$ cat config.mk
export PLATFORM = sky130hd
export DESIGN_NAME = usb_prot_decoder
export DESIGN_NICKNAME = d
export VERILOG_FILES = /design/src/verilog/crc8_pkg.sv /design/src/verilog/usb_prot_pkg.sv /design/src/verilog/usb_prot_decoder.sv /design/src/verilog/payload_packer.sv /design/src/verilog/frame_parser.sv
export SDC_FILE = /design/constraint.sdc
export NUM_CORES = 1
export LEC_CHECK = 0
export BUFFER_PORTS_ARGS = -buffer_cell sky130_fd_sc_hd__buf_2
export CAP_MARGIN = 0
export CELL_PAD_IN_SITES_DETAIL_PLACEMENT = 1
export CELL_PAD_IN_SITES_GLOBAL_PLACEMENT = 1
export CORE_MARGIN = 10
export CORE_UTILIZATION = 43
export DETAILED_ROUTE_END_ITERATION = 6
export PLACE_DENSITY_LB_ADDON = 0.12
export SYNTH_ARGS = -nofsm -noshare
export SYNTH_HDL_FRONTEND = slang
export SYNTH_SLANG_ARGS = --single-unit
$ cat constraint.sdc
create_clock -name clk -period 7.6 [get_ports clk]
set_input_delay 0.76 -clock clk [delete_from_list [all_inputs] [get_ports clk]]
set_output_delay 0.76 -clock clk [all_outputs]
set_load 0.01 [all_outputs]
$ cat src/verilog/crc8_pkg.sv
package crc8_pkg;

	localparam logic [7:0] CRC_POLY = 8'h07;

	// CRC of the sync pair 5E 4D
	localparam logic [7:0] HDR_SEED = 8'h3E;
	localparam logic [7:0] DATA_SEED = 8'h00;

	// MSB first, one byte per call
	function automatic logic [7:0] crc8_step(input logic [7:0] crc, input logic [7:0] data);
		logic [7:0] c;
		c = crc ^ data;
		for (int i = 0; i < 8; i++)
		begin
			if (c[7])
				c = (c << 1) ^ CRC_POLY;
			else
				c = c << 1;
		end
		return c;
	endfunction

endpackage

$ cat src/verilog/usb_prot_pkg.sv
package usb_prot_pkg;

	// Frame layout
	localparam int LANES = 4;
	localparam int HDR_BYTES = 4;

	typedef logic [7:0] byte_t;
	typedef logic [31:0] word_t;
	typedef logic [2:0] cnt_t;
	typedef logic [15:0] len_t;

	localparam byte_t SYNC_HI = 8'h5E;
	localparam byte_t SYNC_LO = 8'h4D;

	// Role of one byte lane after the parser
	typedef enum logic [1:0]
	{
		NONE,
		PAYLOAD,
		CRC
	} lane_kind_t;

	// Lane 3 is the top byte, bits 31:24 of the bus word
	typedef struct packed
	{
		byte_t [LANES-1:0] data;
		lane_kind_t [LANES-1:0] kind;
	} lane_word_t;

	typedef struct packed
	{
		byte_t addr;
		len_t len;
	} hdr_t;

endpackage
$ cat src/verilog/usb_prot_decoder.sv
module usb_prot_decoder (
	input logic clk,
	input logic rst_n,
	input logic op_i,
	input usb_prot_pkg::word_t op_dat_i,
	input usb_prot_pkg::cnt_t op_be_i,
	input logic rcv_off_i,
	output logic dat_en_o,
	output usb_prot_pkg::word_t dat_o,
	output usb_prot_pkg::cnt_t dat_be_o,
	output usb_prot_pkg::byte_t dat_addr_o,
	output usb_prot_pkg::len_t dat_len_o,
	output logic trsmt_cmplt_o,
	output logic dat_crc_chk_o,
	output logic dat_crc_err_o,
	output logic hdr_err_o
);

	usb_prot_pkg::lane_word_t lanes;
	logic lanes_vld;
	usb_prot_pkg::hdr_t hdr;

	frame_parser u_parser (
		.clk(clk),
		.rst_n(rst_n),
		.op_i(op_i),
		.op_dat_i(op_dat_i),
		.op_be_i(op_be_i),
		.rcv_off_i(rcv_off_i),
		.lanes_o(lanes),
		.lanes_vld_o(lanes_vld),
		.hdr_o(hdr),
		.hdr_err_o(hdr_err_o)
	);

	payload_packer u_packer (
		.clk(clk),
		.rst_n(rst_n),
		.rcv_off_i(rcv_off_i),
		.lanes_i(lanes),
		.lanes_vld_i(lanes_vld),
		.dat_en_o(dat_en_o),
		.dat_o(dat_o),
		.dat_be_o(dat_be_o),
		.trsmt_cmplt_o(trsmt_cmplt_o),
		.dat_crc_chk_o(dat_crc_chk_o),
		.dat_crc_err_o(dat_crc_err_o)
	);

	// Header fields stay put for the whole frame
	assign dat_addr_o = hdr.addr;
	assign dat_len_o = hdr.len;

endmodule

$ cat src/verilog/payload_packer.sv
module payload_packer (
	input logic clk,
	input logic rst_n,
	input logic rcv_off_i,
	input usb_prot_pkg::lane_word_t lanes_i,
	input logic lanes_vld_i,
	output logic dat_en_o,
	output usb_prot_pkg::word_t dat_o,
	output usb_prot_pkg::cnt_t dat_be_o,
	output logic trsmt_cmplt_o,
	output logic dat_crc_chk_o,
	output logic dat_crc_err_o
);

	localparam int BUF_BYTES = 2 * usb_prot_pkg::LANES - 1;

	usb_prot_pkg::byte_t [BUF_BYTES-1:0] buf_q;
	usb_prot_pkg::byte_t [BUF_BYTES-1:0] n_buf;
	usb_prot_pkg::byte_t [BUF_BYTES-1:0] post_buf;
	logic [3:0] fill_q;
	logic [3:0] n_fill;
	logic [3:0] post_fill;
	usb_prot_pkg::byte_t crc_q;
	usb_prot_pkg::byte_t n_crc;
	logic pend_q;
	logic n_pend;
	logic ok_q;
	logic n_ok;
	logic got_crc;
	logic crc_ok;

	usb_prot_pkg::byte_t [usb_prot_pkg::LANES-1:0] e_src;
	usb_prot_pkg::word_t e_word;
	usb_prot_pkg::cnt_t e_be;
	logic e_en;
	logic e_cmplt;
	logic e_chk;

	always_comb
	begin
		n_buf = buf_q;
		// A pending flush empties the buffer this cycle
		n_fill = pend_q ? 4'd0 : fill_q;
		n_crc = crc_q;
		got_crc = 1'b0;
		crc_ok = 1'b0;
		if (lanes_vld_i)
		begin
			for (int j = 0; j < usb_prot_pkg::LANES; j++)
			begin
				if (lanes_i.kind[usb_prot_pkg::LANES-1-j] == usb_prot_pkg::PAYLOAD)
				begin
					n_buf[BUF_BYTES - 1 - int'(n_fill)] = lanes_i.data[usb_prot_pkg::LANES-1-j];
					n_fill = n_fill + 4'd1;
					n_crc = crc8_pkg::crc8_step(n_crc, lanes_i.data[usb_prot_pkg::LANES-1-j]);
				end
				else if (lanes_i.kind[usb_prot_pkg::LANES-1-j] == usb_prot_pkg::CRC)
				begin
					got_crc = 1'b1;
					crc_ok = (lanes_i.data[usb_prot_pkg::LANES-1-j] == n_crc);
				end
			end
		end

		post_buf = n_buf;
		post_fill = n_fill;
		n_pend = 1'b0;
		n_ok = ok_q;
		e_src = n_buf[BUF_BYTES-1 -: usb_prot_pkg::LANES];
		e_be = '0;
		e_en = 1'b0;
		e_cmplt = 1'b0;
		e_chk = 1'b0;

		if (pend_q)
		begin
			e_src = buf_q[BUF_BYTES-1 -: usb_prot_pkg::LANES];
			e_be = fill_q[2:0];
			e_en = (fill_q != 4'd0);
			e_cmplt = 1'b1;
			e_chk = ok_q;
		end
		else if (n_fill >= 4'd4)
		begin
			e_be = 3'd4;
			e_en = 1'b1;
			post_buf = {n_buf[2:0], n_buf[BUF_BYTES-1 -: usb_prot_pkg::LANES]};
			post_fill = n_fill - 4'd4;
			if (got_crc)
			begin
				if (post_fill == 4'd0)
				begin
					e_cmplt = 1'b1;
					e_chk = crc_ok;
				end
				else
				begin
					n_pend = 1'b1;
					n_ok = crc_ok;
				end
			end
		end
		else if (got_crc)
		begin
			e_be = n_fill[2:0];
			e_en = (n_fill != 4'd0);
			e_cmplt = 1'b1;
			e_chk = crc_ok;
			post_fill = 4'd0;
		end

		// Zero the unused low lanes
		for (int k = 0; k < usb_prot_pkg::LANES; k++)
		begin
			if (k < e_be)
				e_word[8*(usb_prot_pkg::LANES-1-k) +: 8] = e_src[usb_prot_pkg::LANES-1-k];
			else
				e_word[8*(usb_prot_pkg::LANES-1-k) +: 8] = 8'h00;
		end
	end

	always_ff @(posedge clk or negedge rst_n)
	begin
		if (!rst_n)
		begin
			fill_q <= 4'd0;
			crc_q <= crc8_pkg::DATA_SEED;
			pend_q <= 1'b0;
			ok_q <= 1'b0;
			dat_en_o <= 1'b0;
			trsmt_cmplt_o <= 1'b0;
			dat_crc_chk_o <= 1'b0;
			dat_crc_err_o <= 1'b0;
		end
		else if (rcv_off_i)
		begin
			fill_q <= 4'd0;
			crc_q <= crc8_pkg::DATA_SEED;
			pend_q <= 1'b0;
			ok_q <= 1'b0;
			dat_en_o <= 1'b0;
			trsmt_cmplt_o <= 1'b0;
			dat_crc_chk_o <= 1'b0;
			dat_crc_err_o <= 1'b0;
		end
		else
		begin
			fill_q <= post_fill;
			crc_q <= got_crc ? crc8_pkg::DATA_SEED : n_crc;
			pend_q <= n_pend;
			ok_q <= n_ok;
			dat_en_o <= e_en;
			trsmt_cmplt_o <= e_cmplt;
			dat_crc_chk_o <= e_chk;
			dat_crc_err_o <= e_cmplt && !e_chk;
		end
	end

	always_ff @(posedge clk)
	begin
		buf_q <= post_buf;
		dat_o <= e_word;
		dat_be_o <= e_be;
	end

	// Parser brings at most one word of lanes per drained buffer
	a_fill_max: assert property (@(posedge clk) disable iff (!rst_n)
		lanes_vld_i |-> (n_fill <= 4'(BUF_BYTES)))
		else $error("holding buffer overflow");

	a_be_nonzero: assert property (@(posedge clk) disable iff (!rst_n)
		dat_en_o |-> (dat_be_o != '0))
		else $error("output word with zero byte count");

endmodule

$ cat src/verilog/frame_parser.sv
module frame_parser (
	input logic clk,
	input logic rst_n,
	input logic op_i,
	input usb_prot_pkg::word_t op_dat_i,
	input usb_prot_pkg::cnt_t op_be_i,
	input logic rcv_off_i,
	output usb_prot_pkg::lane_word_t lanes_o,
	output logic lanes_vld_o,
	output usb_prot_pkg::hdr_t hdr_o,
	output logic hdr_err_o
);

	typedef enum logic [2:0]
	{
		HUNT,
		GOT_5E,
		HEADER,
		PAYLOAD,
		CRC
	} state_t;

	state_t st_q;
	state_t n_st;

	logic op_q;
	usb_prot_pkg::word_t dat_q;
	usb_prot_pkg::cnt_t be_q;

	logic [1:0] hcnt_q;
	logic [1:0] n_hcnt;
	usb_prot_pkg::byte_t hcrc_q;
	usb_prot_pkg::byte_t n_hcrc;
	usb_prot_pkg::len_t rem_q;
	usb_prot_pkg::len_t n_rem;
	usb_prot_pkg::hdr_t hwork_q;
	usb_prot_pkg::hdr_t n_hwork;
	usb_prot_pkg::hdr_t hdr_q;
	usb_prot_pkg::hdr_t n_hdr;

	usb_prot_pkg::lane_word_t lanes;
	usb_prot_pkg::byte_t cur_b;
	logic run;
	logic done;
	logic hdr_bad;

	// Input word register
	always_ff @(posedge clk or negedge rst_n)
	begin
		if (!rst_n)
			op_q <= 1'b0;
		else if (rcv_off_i)
			op_q <= 1'b0;
		else
			op_q <= op_i;
	end

	always_ff @(posedge clk)
	begin
		if (op_i)
		begin
			dat_q <= op_dat_i;
			be_q <= op_be_i;
		end
	end

	assign run = op_q && !rcv_off_i;

	// Walk the lanes top down, one FSM step per valid byte
	always_comb
	begin
		n_st = st_q;
		n_hcnt = hcnt_q;
		n_hcrc = hcrc_q;
		n_rem = rem_q;
		n_hwork = hwork_q;
		n_hdr = hdr_q;
		hdr_bad = 1'b0;
		done = 1'b0;
		cur_b = '0;
		lanes.data = dat_q;
		for (int k = 0; k < usb_prot_pkg::LANES; k++)
			lanes.kind[k] = usb_prot_pkg::NONE;

		for (int j = 0; j < usb_prot_pkg::LANES; j++)
		begin
			if (run && !done && (j < be_q))
			begin
				cur_b = dat_q[8*(usb_prot_pkg::LANES-1-j) +: 8];
				case (n_st)
					HUNT:
					begin
						if (cur_b == usb_prot_pkg::SYNC_HI)
							n_st = GOT_5E;
					end
					GOT_5E:
					begin
						if (cur_b == usb_prot_pkg::SYNC_LO)
						begin
							n_st = HEADER;
							n_hcnt = 2'd0;
							n_hcrc = crc8_pkg::HDR_SEED;
						end
						else if (cur_b != usb_prot_pkg::SYNC_HI)
							n_st = HUNT;
					end
					HEADER:
					begin
						case (n_hcnt)
							2'd0: n_hwork.addr = cur_b;
							2'd1: n_hwork.len[15:8] = cur_b;
							2'd2: n_hwork.len[7:0] = cur_b;
							default: ;
						endcase
						if (n_hcnt == 2'(usb_prot_pkg::HDR_BYTES - 1))
						begin
							if (cur_b == n_hcrc)
							begin
								n_hdr = n_hwork;
								n_rem = n_hwork.len;
								if (n_hwork.len == '0)
									n_st = CRC;
								else
									n_st = PAYLOAD;
							end
							else
							begin
								// Bad header, drop rest of word
								hdr_bad = 1'b1;
								done = 1'b1;
								n_st = HUNT;
							end
						end
						else
						begin
							n_hcrc = crc8_pkg::crc8_step(n_hcrc, cur_b);
							n_hcnt = n_hcnt + 2'd1;
						end
					end
					PAYLOAD:
					begin
						lanes.kind[usb_prot_pkg::LANES-1-j] = usb_prot_pkg::PAYLOAD;
						n_rem = n_rem - 16'd1;
						if (n_rem == '0)
							n_st = CRC;
					end
					CRC:
					begin
						lanes.kind[usb_prot_pkg::LANES-1-j] = usb_prot_pkg::CRC;
						done = 1'b1;
						n_st = HUNT;
					end
					default: n_st = HUNT;
				endcase
			end
		end
	end

	always_ff @(posedge clk or negedge rst_n)
	begin
		if (!rst_n)
		begin
			st_q <= HUNT;
			hcnt_q <= 2'd0;
			hcrc_q <= crc8_pkg::HDR_SEED;
			rem_q <= '0;
			hdr_q <= '0;
		end
		else if (rcv_off_i)
		begin
			st_q <= HUNT;
			hcnt_q <= 2'd0;
			hcrc_q <= crc8_pkg::HDR_SEED;
			rem_q <= '0;
			hdr_q <= '0;
		end
		else
		begin
			st_q <= n_st;
			hcnt_q <= n_hcnt;
			hcrc_q <= n_hcrc;
			rem_q <= n_rem;
			hdr_q <= n_hdr;
		end
	end

	// Partial header bytes
	always_ff @(posedge clk)
	begin
		hwork_q <= n_hwork;
	end

	assign lanes_o = lanes;
	assign lanes_vld_o = run;
	assign hdr_o = hdr_q;
	assign hdr_err_o = hdr_bad;

	a_be_range: assert property (@(posedge clk) disable iff (!rst_n)
		op_i |-> (op_be_i != 3'd0) && (op_be_i <= 3'd4))
		else $error("op_be_i out of range with op_i high");

	// Counter hits zero on the last payload lane, never below
	a_rem_nowrap: assert property (@(posedge clk) disable iff (!rst_n)
		(st_q == PAYLOAD) |-> (rem_q != '0))
		else $error("payload counter wrapped");

endmodule

After elaboration in Yosys (flattened, before gate mapping)
Cells that the tools add are included.
W data, S select, Z words.
Storage, ports and cells
  logic and storage cells: 713
  output and inout bits: 64
  register bits after elaboration: 222
Cells by class
  muxes and demuxes: 477
  magnitude comparators: 17
  $add $sub $neg: 17
  reduce and logical (&&, ||, !) cells: 41
  bitwise gates (word level): 72
  equality and inequality tests: 58
Operators with widths (count)
  $mux W8: 197
  $mux W24: 25
  $mux W56: 10
  $mux W3: 100
  $bwmux W56: 4
  $mux W16: 13
  $not A3 Y3: 64
  $ge A32 B1 Y1 const B: 4
  $logic_not A16 Y1: 8
  $lt A32 B5 Y1 const B: 4
  $pmux W16 S2: 4
  $demux W8 S3: 4
  $mux W1: 70
  $eq A8 B7 Y1 const B: 8
  $eq A8 B8 Y1: 8
  $pmux W8 S2: 4
  $sub A16 B1 Y16 const B: 4
  $xor A8 B8 Y8: 8
  $mux W4: 13
  $pmux W3 S4: 4
  $mux W2: 17
  $mux W32: 1
  $ne A8 B7 Y1 const B: 4
  $pmux W2 S2: 8
  23 further kinds: 96

Longest topological paths before layout
Gate-level depths: netlist of run 1.
  depth after elaboration: 165
  mapped depth: 38
  gate-level depth less buffers: 34

Modules after synthesis
From an unflattened synthesis of run 1, not the netlist that was laid out.
Second synthesis, totals
  cells, all modules: 3155
  area, all modules: 23946.7 um^2
Modules (own cells, without submodules)
  frame_parser: instances 1, area an instance 14541.4 um^2, cells an instance 1912
  payload_packer: instances 1, area an instance 9405.3 um^2, cells an instance 1243

Worst setup path after synthesis of run 1
OpenSTA, ideal clock, no wires.
  kind: input to register
  start point: input port rcv_off_i
  end point: register u_packer.dat_o[24]
  data required time: 7469 ps
  stages: 34
  data arrival time: 7547 ps
  path buffers: 4
  library setup time: 131 ps
  path slack: -78 ps
  cells stage by stage: clkbuf_1 > nand2b_1 > buf_2 > nor2_1 > nand2_1 > o22ai_1 > xor2_1 > ha_1 > nand3_1 > nor4b_2 > or2_2 > nand2_1 > buf_2 > a31oi_1 > o21ai_1 > inv_1 > ha_1 > nor4b_2 > nand4_1 > xnor2_1 > a2111oi_1 > o211ai_2 > o21ai_2 > a21oi_2 > clkbuf_1 > o21ai_0 > nand2_1 > xor2_1 > ha_1 > nand2b_1 > a21oi_2 > inv_2 > nor3_2 > nor2_1
Between the ends
  word-level cells in the longest chain between the ends: 51
  elaborated cells between the ends (all ways): 205
  those cells by class: add/sub: 9; order compare: 8; eq/ne: 26; mux: 132; bitwise: 9; reduce/logical: 21
Ends and longest elaborated chain
  from (decl): RTL line usb_prot_decoder.sv:7  | input logic rcv_off_i,
  $logic_not A1 Y1 (*): RTL line frame_parser.sv:67  | assign run = op_q && !rcv_off_i;
  $logic_and A1 B1 Y1 (*): RTL line frame_parser.sv:67
  branches (longest 46 deep; another with $mux W8)
  $mux W3 (*): RTL line payload_packer.sv:83  | else if (n_fill >= 4'd4)
  $mux W3 (*): RTL line payload_packer.sv:75  | if (pend_q)
  named net u_packer.e_be[2]: RTL line payload_packer.sv:34  | usb_prot_pkg::cnt_t e_be;
  $lt A1 B3 Y1 (*): RTL line payload_packer.sv:115  | if (k < e_be)
  to (signal assigned): RTL line payload_packer.sv:162  | dat_o <= e_word;
  to (decl): RTL line payload_packer.sv:8  | output usb_prot_pkg::word_t dat_o,
Mark *: on every way through the listed nets, which the timed path passes. The select of a mux whose other input is x is not followed.
A chain may end at the register's enable or synchronous reset.

Final worst setup path of run 1
  start point: register u_parser.hcrc_q[4]
  end point: output port hdr_err_o
Between the ends
  word-level cells in the longest chain between the ends: 95
  elaborated cells between the ends (all ways): 212
  those cells by class: add/sub: 3; eq/ne: 17; mux: 161; bitwise: 17; reduce/logical: 14
Ends and longest elaborated chain
  from (decl): RTL line frame_parser.sv:32  | usb_prot_pkg::byte_t hcrc_q;
  from (signal assigned): RTL line frame_parser.sv:165  | hcrc_q <= crc8_pkg::HDR_SEED;
  from (signal assigned): RTL line frame_parser.sv:173  | hcrc_q <= crc8_pkg::HDR_SEED;
  from (signal assigned): RTL line frame_parser.sv:181  | hcrc_q <= n_hcrc;
  $xor A8 B8 Y8: RTL line crc8_pkg.sv:12  | c = crc ^ data;
  $mux W8: RTL line frame_parser.sv:115  | if (n_hcnt == 2'(usb_prot_pkg::HDR_BYTES - 1))
  $mux W8: RTL line frame_parser.sv:90  | case (n_st)
  $mux W8: RTL line frame_parser.sv:87  | if (run && !done && (j < be_q))
  $mux W8: RTL line frame_parser.sv:115
  $mux W8: RTL line frame_parser.sv:90
  $mux W8: RTL line frame_parser.sv:87
  $mux W8: RTL line frame_parser.sv:115
  [79 not listed]
  $mux W8: RTL line frame_parser.sv:115
  $pmux W8 S2: RTL line frame_parser.sv:90
  $mux W8: RTL line frame_parser.sv:87
  $eq A8 B8 Y1: RTL line frame_parser.sv:117  | if (cur_b == n_hcrc)
  $mux W1: RTL line frame_parser.sv:117
  $mux W1: RTL line frame_parser.sv:115
  $mux W1: RTL line frame_parser.sv:90
  $mux W1 (*): RTL line frame_parser.sv:87
  to (decl): RTL line usb_prot_decoder.sv:16  | output logic hdr_err_o
Every way passes the cells marked *; elsewhere a longest branch is shown, timed or not. The select of a mux whose other input is x is not followed.

==> impl_metrics.tcl, run 1 <==
set metrics [dict create \
    status "completed" \
    clk_path_buf_depth 3 \
    timing.critical_path.buf_inv 9 \
    min_period_ps 7500 \
    area_growth_pct 23.1 \
    gr-total-overflow 0 \
    tns_ps 0 \
    routed_wirelength_microns 134000 \
    grt_usage_pct 40.4 \
    postRouteAntennaNets 0 \
    drt-initial-drc-count 3151 \
    worst_ep_required_time_ps 6840 \
    rows 84 \
    crit_fanout 6 \
    async_reset_ff_share_pct 32.4 \
    reg2regPathDepth 31 \
    max_stage_delay_ps 570 \
    synthFlopType "dfxtp_1" \
    dp_cells 4004 \
    leakagePower_nw 11.6 \
    slew_viol_final 0 \
    grt_pass1_wl_microns 193000 \
    gp_congestion 1.06 \
    crit_top_cell "buf_4" \
    ys_seq_area_share_pct 22.5 \
    cp_num_cells 31 \
    power_density_mw_per_mm2 221 \
    final_area_sq_mm 0.0282 \
    cts_hold_buf 0 \
    clock_skew_ps 63.0 \
    crit_type "reg2out" \
    cp_data_arrival_time_ps 6740 \
    cp_top_family "compound AO/OA/AOI/OAI gates" \
    slew_headroom_pct 21.5 \
    peakVddDrop_uv 238 \
    htreeDepth 1 \
    final_nets 3445 \
    port-buffer-count 102 \
    clk_latency_ps 640 \
    die_h_microns 251 \
    io_pins 103 \
    dieArea_sq_mm 0.0629 \
    synth_edf_count 35 \
    synth_seq_cells 222 \
    synth_cell_types 122 \
    firstDrtPassIters 5 \
    holdCritPathClass "in2async" \
    worstReg2RegStart "u_parser.dat_q[31]" \
    clk_pin_slew_worst_paths_ps 70 \
    die_w_microns 251 \
    yosys-top-cells-area "dfxtp_1 (10%), mux2i_1 (8.1%), dfrtp_1 (7.3%)" \
    stdcell_count 4079 \
    core_area_sq_mm 0.0527 \
    dr_total_vias 27700 \
    vias_per_cell 6.79 \
    route.detailed.drc 0 \
    dp_hpwl_microns 102000 \
    fmax_mhz 133 \
    clock_sinks 222 \
    cts_buffers 29 \
    synth_top_area_share_pct 10.1 \
    drive_gt1_share_pct 25.4 \
    start_util_pct 43.5 \
    synthCells 3040 \
    synth_area_sq_mm 0.0229 \
    r2r-end "u_parser.st_q[2]" \
    grt_max_degree 62 \
    fin_crit_sh_pct 98.6 \
    tritoncts "done" \
    wl_per_cell_microns 32.7 \
    syn-num-nets 3117 \
    grt_pass1_vias 28500 \
    antenna_cells 0 \
    antenna_found_initial 5 \
    endpoint_kind "output pin" \
    slowest_stage "dfstp_2" \
    cp-start-kind "flop" \
    final_hold_viol_count 0 \
    worst_pin_slew_ps 1170 \
    yosys.area.top_type "dfxtp_1" \
    max-cap-violations 0 \
    cts-root-buf "clkbuf_16" \
    setup_viol 0 \
    r2r_slack_ps 240 \
    yosys_warnings 0 \
    placed_area_sq_mm 0.0265 \
    syn_avg_cell_area_sq_um 7.53 \
]
==> state kept, by name, summed over array words and instances, names as in the netlist, 2 cells and up <==
signal and cells:
u_packer.buf_q 56, u_parser.st_q 3, u_packer.dat_be_o 3, u_parser.be_q 3, u_parser.hcnt_q 2, u_packer.fill_q 4
u_packer.crc_q 8, u_parser.hdr_o 24, u_parser.rem_q 16, u_parser.hwork_q 24, u_packer.dat_o 32, u_parser.dat_q 32
u_parser.hcrc_q 8
==> per-layer routing <==
layer / share of wire (%) / wire length [microns] / vias up / GRT usage, %
li1: - / - / 11700 / -
met1: 38 / 50700 / 13700 / 48.6
met2: 44 / 58700 / 1726 / 63.4
met3: 10 / 13300 / 561 / 9.27
met4: 8.1 / 10800 / 2 / 27.5
met5: 0.0075 / 10 / - / 0
==> power by group <==
part	internal [mW]	switching, mW	leakage [nW]
clock	0.829	0.635	0.462
sequential	1.41	0.162	2.25
combinational	1.19	2.00	8.86
==> layout by cell type, fill, tap and decap left out, types with 12 or more instances in the layout <==
cell,n
nor2_2,16
buf_4,413
o21ai_0,212
or2_2,14
nand3_1,71
o211ai_1,39
xnor3_1,12
inv_1,52
a21oi_1,241
nor4_1,31
o21ai_1,23
buf_2,100
mux2_2,82
mux2i_1,183
or3_1,27
a21o_1,12
and2_1,18
dfxtp_1,115
nor2_1,327
xnor2_1,126
nand4_1,43
nand2_1,373
ha_1,34
edfxtp_1,35
nor3_1,85
nor2b_1,15
o22ai_1,12
xor2_1,69
a211oi_1,29
nand2b_1,22
dfrtp_1,63
a31oi_1,21
clkbuf_16,29
and3_1,18
==> worst max-delay path by stage <==
stage                             from            endpoint
detailed placement           rcv_off_i  u_packer.dat_o[11]
global route         u_parser.rem_q[0]           hdr_err_o
floorplan                    rcv_off_i  u_packer.dat_o[24]
finish              u_parser.hcrc_q[4]           hdr_err_o
CTS                 u_parser.hcrc_q[7]           hdr_err_o
global placement             rcv_off_i  u_packer.dat_o[10]
==> cell usage after synthesis, types with 22 or more instances <==
cell type  instances
o21ai_1           22
o21ai_0          217
o211ai_1          39
xor2_1            71
xnor2_1          134
dfrtp_1           67
nand3_1           74
nor4_1            35
edfxtp_1          35
mux2_2            82
mux2i_1          185
nand2b_1          23
nor3_1            86
a21oi_1          247
nand4_1           43
inv_1             52
a211oi_1          32
a31oi_1           24
nand2_1          373
ha_1              38
nor2_1           338
buf_2             43
dfxtp_1          115
clkbuf_1         163
or3_1             28
==> cells by family after synthesis <==
logic type	Yosys count	synth area share, %
and+or+nand+nor	1181	25.4
AOI/OAI and AO/OA	830	23.6
buffers and inverters	281	4.91
muxes	268	12.2
DFF	222	22.5
xor gates and xnor gates	220	9.30
adders and majority gates	38	2.08
==> layout make-up <==
type / count / area (sq um)
well taps: 688 / 861
clock buffers: 37 / 776
inverters: 55 / 206
repair buffers: 523 / 3760
flip-flops and latches: 222 / 5170
clock inverters: 17 / 198
fillers: 6530 / 24500
multi-input cells: 2537 / 17200
==> per-stage QoR <==
stage	setup slack [ps]	power, mW	hold WS (ps)	utilization (%)
floorplan	35.0	3.35	436	-
global placement	-162	4.45	450	50.2
detailed placement	-415	4.56	460	50.2
CTS	-73.5	6.05	75.6	52.4
global route	-88.3	6.48	113	53.5
finish	104	6.23	101	53.5
==> repair_timing <==
action,4_1_cts,5_1_grt
pin swaps,2,21
endpoints found under the setup margin,114,149
setup buffers,2,19
gates resized for setup,30,93
Note: power is estimated with default switching activity, not from simulation.
==> run 2, diff against run 1 <==
- clock period: 7.6 -> 6.29 ns (I/O delays scaled with it)
==> impl_metrics.tcl, run 2 <==
set metrics [dict create \
    status "stopped before the end" \
    lastStage "5_1_grt" \
    toolErrorMsg "[ERROR GRT-0232] Routing congestion too high. Check the congestion heatmap in the GUI." \
    syn_avg_cell_area_sq_um 7.53 \
    start_util_pct 43.5 \
    syn-num-nets 3117 \
    die_w_microns 251 \
    cts-root-buf "clkbuf_16" \
    synthFlopType "dfxtp_1" \
    yosys_warnings 0 \
    async_reset_ff_share_pct 32.4 \
    placed_area_sq_mm 0.0313 \
    synth_most_common_cell "nand2_1" \
    grt_max_degree 62 \
    synth_seq_cells 222 \
    gr-total-overflow 459 \
    die_h_microns 251 \
    dp_hpwl_microns 113000 \
    clk_path_buf_depth 3 \
    yosys-top-cells-area "dfxtp_1 (10%), mux2i_1 (8.1%), dfrtp_1 (7.3%)" \
    synthCells 3040 \
    ys_seq_area_share_pct 22.5 \
    worst_endpoint_kind "sequential cell input" \
    synthTopCellsByCount "nand2_1 (373), nor2_1 (338), a21oi_1 (247)" \
    synth_cell_types 122 \
    grt_usage_pct 75.4 \
    htreeDepth 1 \
    worst_endpoint "u_parser.st_q[2]$_DFF_PN0_/D" \
    synth_top_area_share_pct 10.1 \
    synth_area_sq_mm 0.0229 \
    yosys.area.top_type "dfxtp_1" \
    synth_edf_count 35 \
    port-buffer-count 102 \
    pre_cts_ws_ps -1090 \
    cts_buffers 28 \
    io_pins 103 \
    rows 84 \
    clock_sinks 222 \
    gp_congestion 1.13 \
]
[run 2: stage by stage]
stage                     std cells  TNS, ps  hold WS (ps)  utilization, %
after floorplan                3040   -21740           333               -
after global placement         4547   -81470           458            59.4
after detailed placement       4547  -137460           475            59.4
after CTS                      4674   -44960           198            65.1
[run 2: metal layers]
metal  GRT usage, %  overflow
met2           90.8       244
met3           61.2         6
met4           77.1       205
met5           38.1         1
met1           73.8         3
[run 2: cells by family after synthesis]
| family | Yosys count | synth area share (%) |
|---|---|---|
| muxes | 268 | 12.2 |
| xor gates and xnor gates | 220 | 9.30 |
| and+or+nand+nor | 1181 | 25.4 |
| DFF | 222 | 22.5 |
| adders and majority gates | 38 | 2.08 |
| buffers and inverters | 281 | 4.91 |
| AOI/OAI and AO/OA | 830 | 23.6 |
[run 2: repair_timing]
action | in CTS
gates cloned | 2
pin swaps | 122
hold buffers | 1
gates resized for setup | 314
endpoints found under the setup margin | 186
endpoints found under the hold margin | 2
buffers inserted | 77
==> run 3, diff against run 2 <==
- CELL_PAD_IN_SITES_DETAIL_PLACEMENT: 1 -> unset
- CELL_PAD_IN_SITES_GLOBAL_PLACEMENT: 1 -> unset
- CORE_UTILIZATION: 43 -> 30
- PLACE_DENSITY_LB_ADDON: 0.12 -> 0.15
- clock period: 6.29 -> 8.2 ns (I/O delays scaled with it)
==> impl_metrics.tcl, run 3 (synthesis gave the netlist of run 1 again) <==
set metrics [dict create \
    largestRegisters "u_packer.buf_q (56), u_packer.dat_o (32), u_parser.dat_q (32)" \
    clock_sinks 222 \
    antenna_found_initial 4 \
    grt_usage_pct 27.6 \
    cp-start-kind "flop" \
    antenna_cells 0 \
    slew_headroom_pct 4.36 \
    worst_ep_required_time_ps 7380 \
    final_common_cell "nand2_1" \
    busiest_layer "met2" \
    final_util_pct 35.7 \
    status "completed" \
    die_w_microns 296 \
    min_period_ps 8020 \
    tritoncts "done" \
    endpoint_kind "output pin" \
    grt_max_degree 60 \
    rows 101 \
    cts_buffers 31 \
    dp_hpwl_microns 94800 \
    stdcell_count 4217 \
    clk_latency_ps 640 \
    grtUsageMet1_pct 38.8 \
    peakVddDrop_uv 182 \
    route.detailed.drc 0 \
    slew_viol_final 0 \
    largest_reg_flops 56 \
    drt-initial-drc-count 3370 \
    htreeDepth 1 \
    final_nets 3291 \
    clkPwrFrac_pct 26.0 \
    core_area_sq_mm 0.0758 \
    internal-power_mw 3.10 \
    area_growth_pct 18.2 \
    setup_viol 0 \
    switchingPower_mw 2.47 \
    io_pins 103 \
    rsz0062_at_grt "false" \
    holdCritPathClass "in2async" \
    dr_total_vias 25700 \
    max-cap-violations 0 \
    port-buffer-count 102 \
    grt_pass1_vias 24400 \
    final_hold_viol_count 0 \
    grtUsageMet3_pct 4.96 \
    tns_ps 0 \
    gp_congestion 1.04 \
    clk_path_buf_depth 3 \
    firstDrtPassIters 6 \
    final_area_sq_mm 0.0271 \
    power_density_mw_per_mm2 206 \
    mostFrequentLayoutCells "nand2_1 (373), nor2_1 (332), buf_4 (263)" \
    leakagePower_nw 10.8 \
    start_util_pct 30.2 \
    worst_pin_slew_ps 1420 \
    cp_data_arrival_time_ps 7200 \
    pwr-share-comb_pct 47.8 \
    crit_fanout 18 \
    switching_share_pct 44.4 \
    clock_skew_ps 20.2 \
    crit_type "reg2out" \
    dp_cells 4155 \
    vias_per_cell 6.09 \
    drive_gt1_share_pct 20.1 \
    postRouteAntennaNets 0 \
    r2r_slack_ps 340 \
    die_h_microns 296 \
    routed_wirelength_microns 125000 \
    clk_pin_slew_worst_paths_ps 60 \
    placed_area_sq_mm 0.0257 \
    gr-total-overflow 0 \
    fin_crit_sh_pct 97.8 \
    wl_per_cell_microns 29.8 \
    fmax_mhz 125 \
    dieArea_sq_mm 0.0878 \
    grt_pass1_wl_microns 178000 \
    pwr-share-seq_pct 26.2 \
    cts-root-buf "clkbuf_16" \
    regMostFlops "u_packer.buf_q" \
    use_met2_pct 41.8 \
]
==> run 3: worst paths after layout <==
kind / start / endpoint / cells past startpoint
hold reg to reg: u_packer.buf_q[29] / u_packer.dat_o[5] / 2
max in group asynchronous: rst_n / u_packer.pend_q / 2
setup reg to reg: u_parser.hcnt_q[1] / u_packer.dat_o[27] / 27
hold / removal: rst_n / u_parser.rem_q[10] / 1
min in group clk: op_be_i[0] / u_parser.be_q[0] / 1
setup / recovery: u_parser.hcnt_q[1] / hdr_err_o / 23
==> run 3: worst max-delay path: stages (launching register included) <==
cell       delay [ps]
dfrtp_1           520
buf_4             270
nor2b_1           210
nor4_1            590
buf_4             230
o22ai_1           110
o31ai_1           490
o21ai_0           440
o21ai_2           490
buf_4             240
a2111oi_4          50
buf_4             200
nor2_1            370
nand2_1           250
nor3_1            300
a22oi_1           110
o22ai_1           350
xor2_1            190
inv_1              90
ha_1              140
nand3_1           120
nor3_4            360
o221ai_4          220
buf_2             200
==> run 3: power groups by stage <==
stage	sequential (mW)	clock (mW)	combinational (mW)
finish	1.46	1.45	2.66
floorplan	1.41	0	1.70
global route	1.47	1.52	2.86
global placement	1.47	0	2.56
CTS	1.45	1.49	2.58
detailed placement	1.47	0	2.56
==> run 3: stage by stage <==
stage | setup slack [ps] | power [mW] | hold WS, ps
2_1_floorplan | 462 | 3.11 | 436
3_3_place_gp | -0.117 | 4.03 | 492
3_5_place_dp | 11.0 | 4.03 | 495
4_1_cts | 0.679 | 5.51 | 196
5_1_grt | 30.6 | 5.85 | 222
6_report | 183 | 5.57 | 181
==> run 3: final cells by class <==
type                            instances  area, sq um
Clock buffer                           37          851
Tap cell                              978         1220
Fill cell                            8075        48800
Sequential cell                       222         5160
Timing Repair Buffer                  367         2540
Multi-Input combinational cell       2537        16800
Inverter                               55          206
Clock inverter                         21          225
==> run 3: layer usage <==
metal,share of wire (%),up-vias
li1,-,11400
met1,45,12600
met2,42,1375
met3,9.0,263
met4,4.1,6
met5,0.031,-
==> run 3: repair_timing <==
action                                 4_1_cts  5_1_grt
resized for setup                            6       31
pin swaps                                    1        3
setup endpoints to repair                    2       86
endpoints found under the hold margin        0        0
hold buffers                                 0        0
buffers inserted                             0        4
